--- config.mk ---
export PLATFORM = sky130hd
export DESIGN_NAME = msi_irq_top
export DESIGN_NICKNAME = d
export VERILOG_FILES = /design/src/msi_pkg.sv /design/src/msi_irq_top.sv /design/src/msi_issue.sv /design/src/msi_vec_fifo.sv /design/src/msi_irq_capture.sv
export SDC_FILE = /design/constraint.sdc
export NUM_CORES = 1
export LEC_CHECK = 0
export ABC_CLOCK_PERIOD_IN_PS = 2300
export BUFFER_PORTS_ARGS = -buffer_cell sky130_fd_sc_hd__buf_2
export CORE_MARGIN = 4
export CORE_UTILIZATION = 48
export CTS_CLUSTER_DIAMETER = 60
export DETAILED_ROUTE_END_ITERATION = 7
export PLACE_DENSITY = 0.72
export SYNTH_ARGS = -nofsm -noshare
export SYNTH_HDL_FRONTEND = slang
export SYNTH_SLANG_ARGS = --single-unit
--- constraint.sdc ---
create_clock -name pcie_clk -period 2.3 [get_ports pcie_clk]
set_input_delay 0.23 -clock pcie_clk [delete_from_list [all_inputs] [get_ports pcie_clk]]
set_output_delay 0.23 -clock pcie_clk [all_outputs]
set_load 0.1 [all_outputs]
--- src/msi_pkg.sv ---
// MSI interrupt path package with source counts, vector widths and issuer states
`default_nettype none

package msi_pkg;

    // Interrupt source lines feeding the capture stage
    localparam int IRQ_CNT = 8;

    // Vectors accepted by the PCIe hard block, width of cfg_interrupt_msi_int
    localparam int MSI_CNT = 32;
    localparam int VEC_W = 5;

    // Vector FIFO sizing
    localparam int FIFO_DEPTH = 4;
    localparam int FIFO_PTR_W = 2;

    typedef logic [IRQ_CNT-1:0] irq_t;
    typedef logic [VEC_W-1:0]   msi_vec_t;
    typedef logic [MSI_CNT-1:0] msi_int_t;

    // Issuer FSM
    typedef enum logic [1:0] {
        IDLE     = 2'd0,
        REQ      = 2'd1,
        WAIT_ACK = 2'd2
    } issue_state_t;

endpackage

`default_nettype wire
--- src/msi_irq_top.sv ---
// MSI interrupt path top level chaining capture stage, vector FIFO and MSI issuer
`timescale 1ns/1ps
`default_nettype none

module msi_irq_top import msi_pkg::*; (
    input  logic     pcie_clk,
    input  logic     pcie_rst,

    // Interrupt sources
    input  irq_t     irq,

    // PCIe hard block MSI interface
    input  logic     cfg_interrupt_msi_enable,
    output msi_int_t cfg_interrupt_msi_int,
    input  logic     cfg_interrupt_msi_sent,
    input  logic     cfg_interrupt_msi_fail
);

    // Capture to FIFO
    logic     cap_valid;
    msi_vec_t cap_vec;
    logic     cap_ready;

    // FIFO to issuer
    logic     fifo_valid;
    msi_vec_t fifo_vec;
    logic     fifo_ready;

    msi_irq_capture capture_inst (
        .pcie_clk  (pcie_clk),
        .pcie_rst  (pcie_rst),
        .irq       (irq),
        .cap_valid (cap_valid),
        .cap_vec   (cap_vec),
        .cap_ready (cap_ready)
    );

    msi_vec_fifo fifo_inst (
        .pcie_clk  (pcie_clk),
        .pcie_rst  (pcie_rst),
        .in_valid  (cap_valid),
        .in_vec    (cap_vec),
        .in_ready  (cap_ready),
        .out_valid (fifo_valid),
        .out_vec   (fifo_vec),
        .out_ready (fifo_ready)
    );

    msi_issue issue_inst (
        .pcie_clk                 (pcie_clk),
        .pcie_rst                 (pcie_rst),
        .vec_valid                (fifo_valid),
        .vec                      (fifo_vec),
        .vec_ready                (fifo_ready),
        .cfg_interrupt_msi_enable (cfg_interrupt_msi_enable),
        .cfg_interrupt_msi_int    (cfg_interrupt_msi_int),
        .cfg_interrupt_msi_sent   (cfg_interrupt_msi_sent),
        .cfg_interrupt_msi_fail   (cfg_interrupt_msi_fail)
    );

endmodule

`default_nettype wire

--- src/msi_issue.sv ---
// MSI issuer that pulses one-hot requests to the PCIe hard block and retries on fail
`timescale 1ns/1ps
`default_nettype none

module msi_issue import msi_pkg::*; (
    input  logic     pcie_clk,
    input  logic     pcie_rst,

    // Vector input from the FIFO
    input  logic     vec_valid,
    input  msi_vec_t vec,
    output logic     vec_ready,

    // PCIe hard block MSI interface
    input  logic     cfg_interrupt_msi_enable,
    output msi_int_t cfg_interrupt_msi_int,
    input  logic     cfg_interrupt_msi_sent,
    input  logic     cfg_interrupt_msi_fail
);

    issue_state_t state;

    // Vector currently being delivered, kept for a retry
    msi_vec_t vec_q;

    // Request pulse register
    msi_int_t msi_int_q;

    logic vec_xfer;

    // Enable gates only new vectors and never a retry
    assign vec_ready = (state == IDLE) && cfg_interrupt_msi_enable;
    assign vec_xfer = vec_valid && vec_ready;

    assign cfg_interrupt_msi_int = msi_int_q;

    // Payload latch
    always_ff @(posedge pcie_clk) begin
        if (vec_xfer) begin
            vec_q <= vec;
        end
    end

    always_ff @(posedge pcie_clk) begin
        if (pcie_rst) begin
            state <= IDLE;
            msi_int_q <= '0;
        end else begin
            case (state)
                IDLE: begin
                    msi_int_q <= '0;
                    if (vec_xfer) begin
                        msi_int_q <= msi_int_t'(1) << vec;
                        state <= REQ;
                    end
                end

                // Pulse is high for this one cycle only
                REQ: begin
                    msi_int_q <= '0;
                    state <= WAIT_ACK;
                end

                WAIT_ACK: begin
                    msi_int_q <= '0;
                    if (cfg_interrupt_msi_sent) begin
                        state <= IDLE;
                    end else if (cfg_interrupt_msi_fail) begin
                        // Reissue the same vector next cycle
                        msi_int_q <= msi_int_t'(1) << vec_q;
                        state <= REQ;
                    end
                end

                default: begin
                    msi_int_q <= '0;
                    state <= IDLE;
                end
            endcase
        end
    end

endmodule

`default_nettype wire

--- src/msi_vec_fifo.sv ---
// Four-entry register FIFO for MSI vector numbers with valid/ready on both sides
`timescale 1ns/1ps
`default_nettype none

module msi_vec_fifo import msi_pkg::*; (
    input  logic     pcie_clk,
    input  logic     pcie_rst,

    // Write side
    input  logic     in_valid,
    input  msi_vec_t in_vec,
    output logic     in_ready,

    // Read side
    output logic     out_valid,
    output msi_vec_t out_vec,
    input  logic     out_ready
);

    msi_vec_t mem [FIFO_DEPTH];

    logic [FIFO_PTR_W-1:0] wr_ptr;
    logic [FIFO_PTR_W-1:0] rd_ptr;

    // One extra bit so a full FIFO is distinct from an empty one
    logic [FIFO_PTR_W:0] count;

    logic wr_en;
    logic rd_en;

    assign in_ready = count != (FIFO_PTR_W + 1)'(FIFO_DEPTH);
    assign out_valid = count != '0;
    assign out_vec = mem[rd_ptr];

    assign wr_en = in_valid && in_ready;
    assign rd_en = out_valid && out_ready;

    // Storage
    always_ff @(posedge pcie_clk) begin
        if (wr_en) begin
            mem[wr_ptr] <= in_vec;
        end
    end

    always_ff @(posedge pcie_clk) begin
        if (pcie_rst) begin
            wr_ptr <= '0;
            rd_ptr <= '0;
            count <= '0;
        end else begin
            if (wr_en) begin
                wr_ptr <= wr_ptr + 1'b1;
            end
            if (rd_en) begin
                rd_ptr <= rd_ptr + 1'b1;
            end
            // Simultaneous read and write leaves the count unchanged
            case ({wr_en, rd_en})
                2'b10: count <= count + 1'b1;
                2'b01: count <= count - 1'b1;
                default: count <= count;
            endcase
        end
    end

endmodule

`default_nettype wire

--- src/msi_irq_capture.sv ---
// Interrupt capture stage turning rising edges on irq lines into pending MSI vector numbers
`timescale 1ns/1ps
`default_nettype none

module msi_irq_capture import msi_pkg::*; (
    input  logic     pcie_clk,
    input  logic     pcie_rst,

    // Interrupt source lines
    input  irq_t     irq,

    // Vector output toward the FIFO
    output logic     cap_valid,
    output msi_vec_t cap_vec,
    input  logic     cap_ready
);

    // Previous sample of the irq lines
    irq_t irq_q;

    // One bit per source waiting to be handed on
    irq_t pending;

    irq_t irq_rise;
    irq_t pending_clr;
    logic cap_xfer;

    // Rising edge means high now and low at the previous edge
    assign irq_rise = irq & ~irq_q;

    assign cap_valid = |pending;
    assign cap_xfer = cap_valid && cap_ready;

    // Lowest-index pending source wins
    always_comb begin
        cap_vec = '0;
        for (int i = IRQ_CNT - 1; i >= 0; i--) begin
            if (pending[i]) begin
                cap_vec = msi_vec_t'(i);
            end
        end
    end

    // Bit of the vector leaving this cycle
    always_comb begin
        pending_clr = '0;
        if (cap_xfer) begin
            pending_clr = irq_t'(1) << cap_vec;
        end
    end

    always_ff @(posedge pcie_clk) begin
        if (pcie_rst) begin
            irq_q <= '0;
            pending <= '0;
        end else begin
            irq_q <= irq;
            // New edges OR in after the clear, so a fresh edge on the
            // outgoing bit sets it again
            pending <= (pending & ~pending_clr) | irq_rise;
        end
    end

endmodule

`default_nettype wire

==> results.py <==
metrics = {
    "critical_path": {
        "slowest_delay_ns": 0.37,
        "crit_arrival_ns": 2.37,
        "r2r-start": "capture_inst.pending[6]",
        "reg2reg_slack_ns": 0.17,
        "cpLargestDelayFamily": "simple AND/OR/NAND/NOR gates",
        "start_kind": "flip-flop",
        "reg2reg_depth": 9,
        "worst_setup_path_end_kind": "flip-flop",
        "cpMaxStageDelayCell": "fa_1",
        "crit_fanout": 4,
        "regToRegEndpoint": "fifo_inst.count[2]",
        "path_class": "flip-flop to flip-flop",
        "crit_required_ns": 2.53,
        "cp_cell_sequence": "nor4_2 -> a31oi_1 -> inv_1 -> ha_2 -> inv_1 -> fa_1 -> xor2_1 -> or3_1 -> a21oi_1",
        "crit_buf_inv": 2,
        "cp_common_cell": "inv_1",
    },
    "die": {
        "boundaryPins": 45,
        "rows": 24,
        "coreArea_mm2": 0.00438,
        "die_x_um": 75.4,
        "start_util_pct": 49.8,
        "die_height_um": 75.4,
        "die_area_mm2": 0.00569,
    },
    "clock_network": {
        "cts.sinks": 50,
        "worstSkewPairLatency_ns": 0.30,
        "numCtsBuffers": 5,
        "clockBufferDepth": 2,
        "cts_tree": "yes",
        "htreeDepth": 2,
        "holdBufCountCts": 0,
        "cts.clk_slew.worst_paths_ns": 0.09,
        "root_buffer": "clkbuf_8",
    },
    "synthesis": {
        "ys_types": 40,
        "synthCells": 209,
        "yosysWarnings": 0,
        "ys_ff_latch": 50,
        "synth-seq-area-share_pct": 52.7,
        "synth_edf_count": 15,
        "syn_area_per_cell_um2": 10.4,
        "async_reset_ff_share_pct": 0,
        "syn_area_mm2": 0.00218,
        "ys.flop_type": "dfxtp_1",
    },
    "drt": {
        "drc_errors": 0,
        "drtIter0Drc": 68,
        "drt-total-wl_mm": 3.36,
        "via_per_inst": 4.70,
        "vias": 1363,
        "drtPass1Iterations": 4,
        "antenna_left": 0,
        "wl_per_cell_um": 11.6,
    },
    "timing": {
        "hold_viol": 0,
        "setup_tns_ns": 0,
        "tightest_slew_ns": 0.549,
        "fin_crit_ns": 2.13,
        "clock.fmax_ghz": 0.469,
        "rsz0062_at_grt": "false",
        "fin_skew_ns": 0.00858,
        "fin_crit_sh_pct": 92.7,
        "drv_slew": 0,
        "slew_headroom_pct": 62.9,
        "worst_slack_ns": 0.168,
        "setup_viol": 0,
    },
    "hold_path": {
        "min_path_cells": 2,
        "worst_hold_path_type": "primary input to flip-flop",
        "worstHoldStart": "irq[2]",
        "hold_path_end": "capture_inst.irq_q[2]",
    },
    "power_and_ir_drop": {
        "clkPwrFrac_pct": 18.8,
        "power_density_mw_per_mm2": 1090,
        "pwr-share-seq_pct": 47.1,
        "p_int_w": 0.00162,
        "power.switching_w": 0.000978,
        "ir_drop_v": 0.000586,
        "switching_share_pct": 37.7,
        "comb_power_share_pct": 34.1,
        "leakagePower_nw": 0.988,
    },
    "finish": {
        "drive_above_1_share_pct": 16.4,
        "seq_area_mm2": 0.00115,
        "multiInputGateArea_um2": 900,
        "nets": 256,
        "fillers": 424,
        "area_delta_synth_final_pct": 9.11,
        "diodes": 0,
    },
    "place": {
        "dp_slack_ns": 0.0409,
        "place_congestion": 0.876,
        "io_buffers": 20,
        "dp_hpwl_mm": 2.46,
    },
    "grt": {
        "antenna_found_initial": 0,
        "grt_max_degree": 29,
        "grt_usage_pct": 12.3,
        "grt_pass1_vias": 1241,
        "grt_first_pass_wirelength_mm": 5.31,
        "grt_overflow_total": 0,
    },
    "run": {
        "maxCapViolCount": 0,
    },
    "status": {
        "status": "finished clean",
    },
}
## power by group through the flow
stage                     logic, W  registers (W)  clock network, W
after CTS                 0.000881        0.00122          0.000501
after global routing      0.000979        0.00125          0.000534
after detailed placement  0.000874        0.00124                 0
after floorplan           0.000682        0.00129                 0
final                     0.000885        0.00122          0.000488
after global placement    0.000861        0.00123                 0
## cell families (layout without fill, tap and decap cells)
family | after synthesis | count (layout) | share of synthesized area [%]
XOR/XNOR | 5 | 5 | 2.01
flip-flops | 50 | 50 | 52.7
other | 1 | 24 | 0.172
AO/OA/AOI/OAI | 30 | 30 | 8.20
multiplexers | 4 | 4 | 3.90
adder cells (fa/ha/maj) | 6 | 6 | 3.78
buffers and inverters | 38 | 44 | 10.7
AND/OR/NAND/NOR | 75 | 75 | 18.6
## cell usage after synthesis (2+ instances only)
cell type | number | area share (%)
mux4_1 | 2 | 2.4
nand3_1 | 2 | 0.46
o21ai_0 | 6 | 1.4
dfxtp_1 | 35 | 32
xnor2_1 | 2 | 0.80
or3_1 | 3 | 0.86
inv_1 | 11 | 1.9
nor2b_1 | 14 | 4.0
a21oi_1 | 10 | 2.3
nand2b_1 | 8 | 2.3
and2_1 | 5 | 1.4
ha_1 | 5 | 2.9
nor4_1 | 2 | 0.57
buf_1 | 2 | 0.34
buf_4 | 24 | 8.3
xor2_1 | 3 | 1.2
nor3_1 | 2 | 0.46
a31oi_1 | 2 | 0.57
a211oi_1 | 2 | 0.69
nor2_1 | 25 | 4.3
o22ai_1 | 6 | 1.7
nand2_1 | 6 | 1.0
edfxtp_1 | 15 | 21
## worst max-delay path by stage
stage	startpoint	end	slack (ns)	cells after the start
final	capture_inst.pending[6]	fifo_inst.count[2]	0.17	9
after global routing	capture_inst.pending[4]	fifo_inst.count[2]	0.007	9
after CTS	capture_inst.pending[5]	fifo_inst.count[2]	0.03	9
after detailed placement	capture_inst.pending[5]	fifo_inst.count[2]	0.04	9
after global placement	capture_inst.pending[5]	fifo_inst.count[2]	0.14	9
after floorplan	capture_inst.pending[5]	fifo_inst.count[2]	0.08	9
## cells in the final DEF, fill, tap and decap left out, types with 8 or more instances in the layout
| master | n |
|---|---|
| nor2b_1 | 14 |
| inv_1 | 11 |
| buf_2 | 20 |
| edfxtp_1 | 15 |
| a21oi_1 | 10 |
| nor2_1 | 25 |
| conb_1 | 24 |
| nand2b_1 | 8 |
| dfxtp_1 | 33 |
## state kept, by name, summed over array words and instances (netlist names), named ones only
signal                            count
fifo_inst.mem                        12
capture_inst.irq_q                    8
capture_inst.pending                  8
issue_inst.cfg_interrupt_msi_int      8
fifo_inst.count                       3
issue_inst.vec_q                      3
fifo_inst.rd_ptr                      2
fifo_inst.wr_ptr                      2
issue_inst.state                      2
## area by class of cell
class / instances / share of cell area [%]
clock buffer: 5 / 2.89
clock inverter: 3 / 0.683
inverter: 11 / 1.73
multi-input combinational: 144 / 37.8
sequential: 50 / 48.4
tap: 52 / 2.73
timing repair buffer: 25 / 5.78
## what timing repair did
action                                  4_1_cts  5_1_grt
resized for setup                             0        5
hold endpoints to repair                      0        0
endpoints found under the setup margin        0        1
buffers inserted                              0        0
## routing by layer
metal,routed length [um],global-route usage (%)
met5,0,0
met4,40,5.05
met3,201,3.17
met2,1690,21.3
met1,1430,14.5
## metrics by stage
stage	power [W]	util (%)	cell area, um2	hold slack, ns	instances
floorplan	0.00197	-	2270	0.358	232
global placement	0.00209	52.0	2280	0.453	282
CTS	0.00260	54.0	2370	0.146	290
global route	0.00276	54.3	2380	0.163	290
finish	0.00259	54.3	2380	0.147	290
detailed placement	0.00211	52.0	2280	0.460	282
Note: power is estimated with default switching activity, not from simulation.
